$ cat src/logic/copperv_macros.svh
`ifndef COPPERV_MACROS_SVH
`define COPPERV_MACROS_SVH

// bus and datapath widths
`define BUS_WIDTH 32
`define DATA_WIDTH 32
`define PC_WIDTH 32
`define INST_WIDTH 32

// register index
`define REG_WIDTH 5

// first fetch address after reset
`define COPPERV_PC_INIT 0

`endif
$ cat src/logic/copperv_pkg.sv
`include "copperv_macros.svh"

package copperv_pkg;

    typedef logic [`DATA_WIDTH-1:0] data_t;
    typedef logic [`PC_WIDTH-1:0] pc_t;
    typedef logic [`INST_WIDTH-1:0] inst_t;
    typedef logic [`REG_WIDTH-1:0] reg_idx_t;

    // funct3 plus bit 30
    typedef logic [3:0] funct_t;

    typedef enum logic [2:0] {
        INST_LUI,
        INST_ALU_IMM,
        INST_ALU_REG,
        INST_BRANCH,
        INST_OTHER
    } inst_type_e;

    typedef enum logic [3:0] {
        ALU_ADD,
        ALU_SUB,
        ALU_AND,
        ALU_OR,
        ALU_XOR,
        ALU_SLT,
        ALU_SLTU,
        ALU_EQ,
        ALU_NE,
        ALU_LT,
        ALU_GE
    } alu_op_e;

    typedef enum logic {
        RD_DIN_IMM,
        RD_DIN_ALU
    } rd_din_sel_e;

    typedef enum logic {
        ALU_DIN2_RS2,
        ALU_DIN2_IMM
    } alu_din2_sel_e;

    typedef enum logic [1:0] {
        PC_NEXT_STALL,
        PC_NEXT_INCR,
        PC_NEXT_BRANCH
    } pc_next_sel_e;

    typedef enum logic [2:0] {
        STATE_RESET,
        STATE_FETCH,
        STATE_WAIT,
        STATE_EXEC,
        STATE_BRANCH
    } ctrl_state_e;

endpackage

$ cat src/logic/copperv_ctrl_if.sv
`timescale 1ns/10ps

interface copperv_ctrl_if import copperv_pkg::*; ();

    logic rd_en;
    logic rs1_en;
    logic rs2_en;
    rd_din_sel_e rd_din_sel;
    alu_din2_sel_e alu_din2_sel;
    pc_next_sel_e pc_next_sel;
    logic rcomp_en;
    alu_op_e alu_op;

    modport control (
        output rd_en, rs1_en, rs2_en,
        output rd_din_sel, alu_din2_sel, pc_next_sel,
        output rcomp_en, alu_op
    );

    modport datapath (
        input rd_en, rs1_en, rs2_en,
        input rd_din_sel, alu_din2_sel, pc_next_sel,
        input rcomp_en, alu_op
    );

endinterface

$ cat src/logic/copperv.sv
`timescale 1ns/10ps
`include "copperv_macros.svh"

module copperv import copperv_pkg::*; #(
    parameter pc_t pc_init = `COPPERV_PC_INIT
) (
    input logic clk,
    input logic rst,
    input logic i_i_raddr_ready,
    input logic i_i_rdata_valid,
    input inst_t i_i_rdata,
    output logic o_i_raddr_valid,
    output pc_t o_i_raddr
);

    // one instruction word per fetch
    localparam int unsigned INST_BYTES = `BUS_WIDTH / 8;

    copperv_ctrl_if ctrl ();

    pc_t pc;
    pc_t pc_next;
    inst_t inst;
    logic inst_valid;
    logic inst_fetch;
    logic rcomp;

    data_t imm;
    reg_idx_t rd;
    reg_idx_t rs1;
    reg_idx_t rs2;
    inst_type_e inst_type;
    funct_t funct;

    data_t rd_din;
    data_t rs1_dout;
    data_t rs2_dout;
    data_t alu_din2;
    data_t alu_dout;
    logic alu_comp;

    always_ff @(posedge clk) begin
        if (!rst) begin
            pc <= pc_init;
        end else if (ctrl.pc_next_sel != PC_NEXT_STALL) begin
            pc <= pc_next;
        end
    end

    always_comb begin
        case (ctrl.pc_next_sel)
            PC_NEXT_BRANCH: pc_next = pc + pc_t'(imm);
            default: pc_next = pc + pc_t'(INST_BYTES);
        endcase
    end

    assign o_i_raddr_valid = inst_fetch;
    assign o_i_raddr = pc;

    // read data is always accepted
    always_ff @(posedge clk) begin
        if (i_i_rdata_valid) begin
            inst <= i_i_rdata;
        end
    end

    always_ff @(posedge clk) begin
        if (!rst) begin
            inst_valid <= 1'b0;
            rcomp <= 1'b0;
        end else begin
            inst_valid <= i_i_rdata_valid;
            if (ctrl.rcomp_en) begin
                rcomp <= alu_comp;
            end
        end
    end

    assign alu_din2 = (ctrl.alu_din2_sel == ALU_DIN2_IMM) ? imm : rs2_dout;
    assign rd_din = (ctrl.rd_din_sel == RD_DIN_IMM) ? imm : alu_dout;

    idecoder idec (
        .i_inst(inst),
        .o_imm(imm),
        .o_rd(rd),
        .o_rs1(rs1),
        .o_rs2(rs2),
        .o_inst_type(inst_type),
        .o_funct(funct)
    );

    register_file regfile (
        .clk(clk),
        .i_rd_en(ctrl.rd_en),
        .i_rs1_en(ctrl.rs1_en),
        .i_rs2_en(ctrl.rs2_en),
        .i_rd(rd),
        .i_rs1(rs1),
        .i_rs2(rs2),
        .i_rd_din(rd_din),
        .o_rs1_dout(rs1_dout),
        .o_rs2_dout(rs2_dout)
    );

    arith_logic_unit alu (
        .i_din1(rs1_dout),
        .i_din2(alu_din2),
        .i_alu_op(ctrl.alu_op),
        .o_dout(alu_dout),
        .o_comp(alu_comp)
    );

    control_unit control (
        .clk(clk),
        .rst(rst),
        .i_raddr_ready(i_i_raddr_ready),
        .i_inst_valid(inst_valid),
        .i_rcomp(rcomp),
        .i_inst_type(inst_type),
        .i_funct(funct),
        .o_inst_fetch(inst_fetch),
        .ctrl(ctrl)
    );

endmodule

$ cat src/logic/control_unit.sv
`timescale 1ns/10ps

module control_unit import copperv_pkg::*; (
    input logic clk,
    input logic rst,
    input logic i_raddr_ready,
    input logic i_inst_valid,
    input logic i_rcomp,
    input inst_type_e i_inst_type,
    input funct_t i_funct,
    output logic o_inst_fetch,
    copperv_ctrl_if.control ctrl
);

    ctrl_state_e state;
    ctrl_state_e state_next;
    logic is_alu_type;

    always_ff @(posedge clk) begin
        if (!rst) begin
            state <= STATE_RESET;
        end else begin
            state <= state_next;
        end
    end

    always_comb begin
        state_next = state;
        case (state)
            STATE_RESET: state_next = STATE_FETCH;
            STATE_FETCH: begin
                if (i_raddr_ready) begin
                    state_next = STATE_WAIT;
                end
            end
            // operands are read in the inst_valid cycle
            STATE_WAIT: begin
                if (i_inst_valid) begin
                    state_next = STATE_EXEC;
                end
            end
            STATE_EXEC: begin
                state_next = (i_inst_type == INST_BRANCH) ? STATE_BRANCH : STATE_FETCH;
            end
            STATE_BRANCH: state_next = STATE_FETCH;
            default: state_next = STATE_RESET;
        endcase
    end

    assign o_inst_fetch = (state == STATE_FETCH);

    assign is_alu_type = (i_inst_type == INST_ALU_IMM) || (i_inst_type == INST_ALU_REG);

    assign ctrl.rs1_en = i_inst_valid;
    assign ctrl.rs2_en = i_inst_valid;
    assign ctrl.rd_en = (state == STATE_EXEC) && (is_alu_type || i_inst_type == INST_LUI);
    assign ctrl.rcomp_en = (state == STATE_EXEC) && (i_inst_type == INST_BRANCH);
    assign ctrl.rd_din_sel = (i_inst_type == INST_LUI) ? RD_DIN_IMM : RD_DIN_ALU;
    assign ctrl.alu_din2_sel = (i_inst_type == INST_ALU_IMM) ? ALU_DIN2_IMM : ALU_DIN2_RS2;

    always_comb begin
        ctrl.pc_next_sel = PC_NEXT_STALL;
        if (state == STATE_EXEC && i_inst_type != INST_BRANCH) begin
            ctrl.pc_next_sel = PC_NEXT_INCR;
        end else if (state == STATE_BRANCH) begin
            ctrl.pc_next_sel = i_rcomp ? PC_NEXT_BRANCH : PC_NEXT_INCR;
        end
    end

    always_comb begin
        ctrl.alu_op = ALU_ADD;
        if (i_inst_type == INST_BRANCH) begin
            case (i_funct[2:0])
                3'b000: ctrl.alu_op = ALU_EQ;
                3'b001: ctrl.alu_op = ALU_NE;
                3'b100: ctrl.alu_op = ALU_LT;
                3'b101: ctrl.alu_op = ALU_GE;
                default: ctrl.alu_op = ALU_EQ;
            endcase
        end else if (is_alu_type) begin
            // immediate forms always carry a zero top bit
            case (i_funct)
                4'b0000: ctrl.alu_op = ALU_ADD;
                4'b1000: ctrl.alu_op = ALU_SUB;
                4'b0010: ctrl.alu_op = ALU_SLT;
                4'b0011: ctrl.alu_op = ALU_SLTU;
                4'b0100: ctrl.alu_op = ALU_XOR;
                4'b0110: ctrl.alu_op = ALU_OR;
                4'b0111: ctrl.alu_op = ALU_AND;
                default: ctrl.alu_op = ALU_ADD;
            endcase
        end
    end

endmodule

$ cat src/logic/arith_logic_unit.sv
`timescale 1ns/10ps

module arith_logic_unit import copperv_pkg::*; (
    input data_t i_din1,
    input data_t i_din2,
    input alu_op_e i_alu_op,
    output data_t o_dout,
    output logic o_comp
);

    logic eq;
    logic lt_s;
    logic lt_u;

    assign eq = (i_din1 == i_din2);
    assign lt_s = ($signed(i_din1) < $signed(i_din2));
    assign lt_u = (i_din1 < i_din2);

    always_comb begin
        o_dout = '0;
        case (i_alu_op)
            ALU_ADD: o_dout = i_din1 + i_din2;
            ALU_SUB: o_dout = i_din1 - i_din2;
            ALU_AND: o_dout = i_din1 & i_din2;
            ALU_OR: o_dout = i_din1 | i_din2;
            ALU_XOR: o_dout = i_din1 ^ i_din2;
            ALU_SLT: o_dout = data_t'(lt_s);
            ALU_SLTU: o_dout = data_t'(lt_u);
            default: o_dout = '0;
        endcase
    end

    // branch condition
    always_comb begin
        case (i_alu_op)
            ALU_EQ: o_comp = eq;
            ALU_NE: o_comp = !eq;
            ALU_LT: o_comp = lt_s;
            ALU_GE: o_comp = !lt_s;
            default: o_comp = 1'b0;
        endcase
    end

endmodule

$ cat src/logic/register_file.sv
`timescale 1ns/10ps

module register_file import copperv_pkg::*; (
    input logic clk,
    input logic i_rd_en,
    input logic i_rs1_en,
    input logic i_rs2_en,
    input reg_idx_t i_rd,
    input reg_idx_t i_rs1,
    input reg_idx_t i_rs2,
    input data_t i_rd_din,
    output data_t o_rs1_dout,
    output data_t o_rs2_dout
);

    data_t regs [32];

    always_ff @(posedge clk) begin
        if (i_rd_en && i_rd != '0) begin
            regs[i_rd] <= i_rd_din;
        end
    end

    // x0 is never written, so reads of it are forced
    always_ff @(posedge clk) begin
        if (i_rs1_en) begin
            o_rs1_dout <= (i_rs1 == '0) ? '0 : regs[i_rs1];
        end
        if (i_rs2_en) begin
            o_rs2_dout <= (i_rs2 == '0) ? '0 : regs[i_rs2];
        end
    end

endmodule

$ cat src/logic/idecoder.sv
`timescale 1ns/10ps

module idecoder import copperv_pkg::*; (
    input inst_t i_inst,
    output data_t o_imm,
    output reg_idx_t o_rd,
    output reg_idx_t o_rs1,
    output reg_idx_t o_rs2,
    output inst_type_e o_inst_type,
    output funct_t o_funct
);

    localparam logic [6:0] OPCODE_LUI = 7'b0110111;
    localparam logic [6:0] OPCODE_ALU_IMM = 7'b0010011;
    localparam logic [6:0] OPCODE_ALU_REG = 7'b0110011;
    localparam logic [6:0] OPCODE_BRANCH = 7'b1100011;

    logic [6:0] opcode;
    logic [2:0] funct3;
    logic is_shift;

    assign opcode = i_inst[6:0];
    assign funct3 = i_inst[14:12];
    assign o_rd = i_inst[11:7];
    assign o_rs1 = i_inst[19:15];
    assign o_rs2 = i_inst[24:20];

    // shifts use funct3 001 and 101
    assign is_shift = (funct3[1:0] == 2'b01);

    always_comb begin
        o_inst_type = INST_OTHER;
        o_imm = '0;
        o_funct = {1'b0, funct3};
        case (opcode)
            OPCODE_LUI: begin
                o_inst_type = INST_LUI;
                o_imm = {i_inst[31:12], 12'b0};
            end
            OPCODE_ALU_IMM: begin
                o_inst_type = is_shift ? INST_OTHER : INST_ALU_IMM;
                o_imm = {{20{i_inst[31]}}, i_inst[31:20]};
            end
            OPCODE_ALU_REG: begin
                o_inst_type = is_shift ? INST_OTHER : INST_ALU_REG;
                o_funct = {i_inst[30], funct3};
            end
            OPCODE_BRANCH: begin
                // unsigned compares not supported
                o_inst_type = (funct3[2:1] == 2'b11) ? INST_OTHER : INST_BRANCH;
                o_imm = {{19{i_inst[31]}}, i_inst[31], i_inst[7],
                         i_inst[30:25], i_inst[11:8], 1'b0};
            end
            default: begin
                o_inst_type = INST_OTHER;
            end
        endcase
    end

endmodule

$ cat config.mk
export PLATFORM = sky130hd
export DESIGN_NAME = copperv
export DESIGN_NICKNAME = d
export VERILOG_FILES = /design/src/logic/copperv_pkg.sv /design/src/logic/copperv_ctrl_if.sv /design/src/logic/copperv.sv /design/src/logic/control_unit.sv /design/src/logic/arith_logic_unit.sv /design/src/logic/register_file.sv /design/src/logic/idecoder.sv
export VERILOG_INCLUDE_DIRS = /design/src /design/src/logic
export SDC_FILE = /design/constraint.sdc
export NUM_CORES = 2
export LEC_CHECK = 0
export BUFFER_PORTS_ARGS = -buffer_cell sky130_fd_sc_hd__buf_2
export CAP_MARGIN = 5
export CORE_ASPECT_RATIO = 1.2
export CORE_UTILIZATION = 35
export DETAILED_ROUTE_END_ITERATION = 10
export HOLD_SLACK_MARGIN = 0.03
export PLACE_DENSITY_LB_ADDON = 0.05
export REMOVE_ABC_BUFFERS = 1
export SLEW_MARGIN = 20
export SYNTH_ARGS = -nofsm -noshare
export SYNTH_HDL_FRONTEND = slang
export SYNTH_SLANG_ARGS = --single-unit
$ cat constraint.sdc
create_clock -name clk -period 9.82 [get_ports clk]
set_input_delay 1.473 -clock clk [delete_from_list [all_inputs] [get_ports clk]]
set_output_delay 1.473 -clock clk [all_outputs]
set_load 0.02 [all_outputs]
==> run summary <==
placed wire-length estimate - 130,000 um
TritonCTS clock tree - done
vias - 36,400
RSZ-0062 raised after global routing - no
IO buf count - 68
cells after synthesis - 3,610
leakage power - 22.5 nW
DRT antenna net count - 0
final hold violations - 0
Routed WL per cell - 35.4 um
initial core utilization - 0.354
post-layout min period - 6760 ps
nets - 3,912
Worst Skew - 29.7 ps
syn_area_per_cell - 16.5 sq um
Worst EP required - 10,050 ps
Crit Path Class - reg2reg
Hold Startpoint - o_i_raddr[0]
RD Place Congestion - 0.941
EDFF count, synth - 1,120
share of synthesized registers carrying an async set or reset - 0
vias in the first global route - 37,500
Total Power - 12.4 mW
yosys warns - 0
die height - 454 um
maximum clock path buffer count - 3
HP Class - reg2reg
Post-Route WL - 215,000 um
H-Tree Depth - 3
Rel. slew slack - 0.0494
clock slew at reported path FFs - 60 ps
number of distinct library cells after synthesis - 86
Cell Count, Final, Fillers Out - 6,076
Seq/Total Area, Yosys - 0.576
Critical Path End Type - register
hold buffers post-CTS - 0
initial antenna violation count - 10
CTS sink cnt - 1,157
share of post-route cells with drive strength above 1 - 0.284
largest net degree at the start of global routing - 122
Worst Setup SP - inst[3]
max cap viols - 0
global-route wire length before repair - 299,000 um
die width - 379 um
Crit Path Max Fanout - 41
post-CTS setup buffers - 0
row cnt - 165
Cells after DPL - 5,846
Vias per Instance - 5.99
Root Buffer - clkbuf_16
r2r setup slk - 3060 ps
Die Area - 0.172 sq mm
max frequency - 0.148 GHz
count of final setup violators - 0
1st-iter DRT viols - 4,044
data arrival time of the worst path - 6990 ps
worst slew pin tran - 1430 ps
status - complete, no violations
worst reg2reg path startpoint - inst[3]
critical path startpoint category - register
crit share post-route - 0.688
Post-CTS Resized - 0
Residual DRC - 0
P per Cell Area - 184 mW/mm^2
Clk Latency, worst-skew pair - 780 ps
area grow syn2layout - 12.8%
synthesized area - 0.0597 sq mm
IO Pins - 69
post-synthesis register bit count - 1,157
Tot GR Track Use - 0.251
ys flop type - edfxtp_1
Core Area - 0.169 sq mm
DRT Pass-1 Iters - 5
number of CTS-inserted buffers - 121
Worst IR Drop VDD - 0.146 mV
Congestion Overflow GR - 0
Final Max Tran Viols - 0
Util after Layout - 0.399
==> layout by cell type (no fill, tap or decap), types with 11 or more instances in the layout <==
| cell type | synthesis | routed |
|---|---|---|
| nor3_1 | 45 | 38 |
| nor2b_1 | 14 | 14 |
| nor2_4 | 0 | 27 |
| and2_1 | 11 | 11 |
| nor2_1 | 230 | 199 |
| inv_1 | 121 | 121 |
| clkbuf_16 | 0 | 122 |
| o22ai_1 | 12 | 12 |
| mux4_2 | 640 | 640 |
| edfxtp_1 | 1120 | 1120 |
| or3_1 | 16 | 16 |
| buf_4 | 0 | 110 |
| ha_1 | 157 | 157 |
| mux2i_1 | 71 | 71 |
| a31oi_1 | 21 | 18 |
| a221oi_1 | 12 | 12 |
| clkinv_1 | 1 | 24 |
| and3_1 | 12 | 12 |
| conb_1 | 1 | 32 |
| buf_2 | 19 | 68 |
| a21oi_1 | 163 | 151 |
| a21o_1 | 50 | 50 |
| o211ai_1 | 13 | 13 |
| o21bai_1 | 21 | 21 |
| nand2_1 | 179 | 178 |
| dfxtp_1 | 37 | 36 |
| nand3_1 | 33 | 32 |
| xnor2_1 | 44 | 44 |
| o21ai_0 | 119 | 114 |
| a211oi_1 | 28 | 28 |
| clkbuf_1 | 163 | 38 |
| clkinv_2 | 0 | 20 |
| xor2_1 | 15 | 15 |
| nand2b_1 | 25 | 24 |
| nand4_1 | 16 | 16 |
| nor4_1 | 11 | 11 |
==> flip-flops by register name, summed over array words and instances (netlist names) <==
| name | count |
|---|---|
| control.state | 3 |
| inst_valid | 1 |
| regfile.regs | 1024 |
| rcomp | 1 |
| regfile.o_rs2_dout | 32 |
| regfile.o_rs1_dout | 32 |
| inst | 32 |
| o_i_raddr | 32 |
==> final timing paths <==
path / depth (start not counted) / end
setup reg to reg: 19 / regfile.regs[17][20]
hold / removal: 2 / o_i_raddr[0]
hold reg to reg: 2 / o_i_raddr[0]
setup / recovery: 19 / regfile.regs[17][20]
==> cell type report <==
cell class | instances | area, sq um
clock inverter | 61 | 554
fill | 15400 | 102000
clock buffer | 164 | 3250
antenna | 4 | 10.0
tap | 2254 | 2820
timing repair buffer | 189 | 1390
inverter | 122 | 458
multi-input combinational | 2125 | 24500
sequential | 1157 | 34400
==> critical path, cell delays in order (launching register included) <==
cell      delay [ps]
edfxtp_1         380
and3b_1          270
nand2b_1         110
nor3_1           770
nand2b_2          80
buf_4            340
o21ai_0          410
ha_1             250
inv_1             60
fa_1             430
nor2b_1          170
o21ai_1          190
a31oi_1          160
o211ai_1         540
o31ai_1          180
a21oi_1          210
xnor2_1          150
o221ai_1         120
o21ai_0          570
nand2_1          790
==> layer usage <==
layer | GRT usage | routed length (um) | up-vias
met1 | 0.348 | 92400 | 19900
met4 | 0.0818 | 6870 | 0
met2 | 0.408 | 104000 | 1302
met3 | 0.0320 | 11800 | 250
li1 | - | - | 15000
met5 | 0 | 0 | -
==> report_power, final <==
group          switching [mW]  total (mW)  internal, mW
sequential             0.0644        5.90          5.83
combinational            1.21        1.93         0.721
clock                    1.99        4.53          2.54
==> per-stage QoR <==
step / setup TNS (ps) / area, sq um / setup slack (ps) / hold WS [ps]
after floorplan: -3627090 / 58900 / -4400 / 550
after global placement: 0 / 63400 / 3190 / 473
after detailed placement: 0 / 63500 / 2880 / 497
after CTS: 0 / 67300 / 2870 / 501
after global routing: 0 / 67300 / 2650 / 532
final: 0 / 67300 / 3060 / 511
==> cells in the mapped netlist (all sizes together), types with 5 or more instances <==
cell	n	area [sq um]
a22oi	6	45.0
a211oi	28	210
or2	8	50.1
nand2b	25	156
mux2i	71	711
nor4	11	68.8
nand3	33	165
ha	157	1960
nand3b	7	52.6
nor2b	14	87.6
a31oi	23	174
o2111ai	7	61.3
edfxtp	1120	33600
xnor2	44	385
a21o	50	375
mux4	640	14400
and2	11	68.8
nor3	48	255
o221ai	8	70.1
o211ai	14	110
o31ai	11	87.6
a21oi	165	833
dfxtp	37	741
buf	74	309
xor2	15	131
nand4	16	100
o21a	7	52.6
and3	12	75.1
a22o	5	43.8
inv	121	454
nor2	231	870
or3	16	100
o22ai	12	75.1
a221oi	12	105
clkbuf	163	612
nand2	179	672
o21bai	21	158
o21ai	123	616
==> kinds of logic after synthesis <==
kind of cell | count (synthesis) | share of synthesized area
AO/OA/AOI/OAI | 532 | 0.0567
XOR/XNOR | 59 | 0.00865
adder cells (fa/ha/maj) | 160 | 0.0339
buffers and inverters | 359 | 0.0231
flip-flops | 1157 | 0.576
multiplexers | 715 | 0.254
other | 1 | 0.0000628
AND/OR/NAND/NOR | 627 | 0.0479
Power figures use the tool's default switching activity.
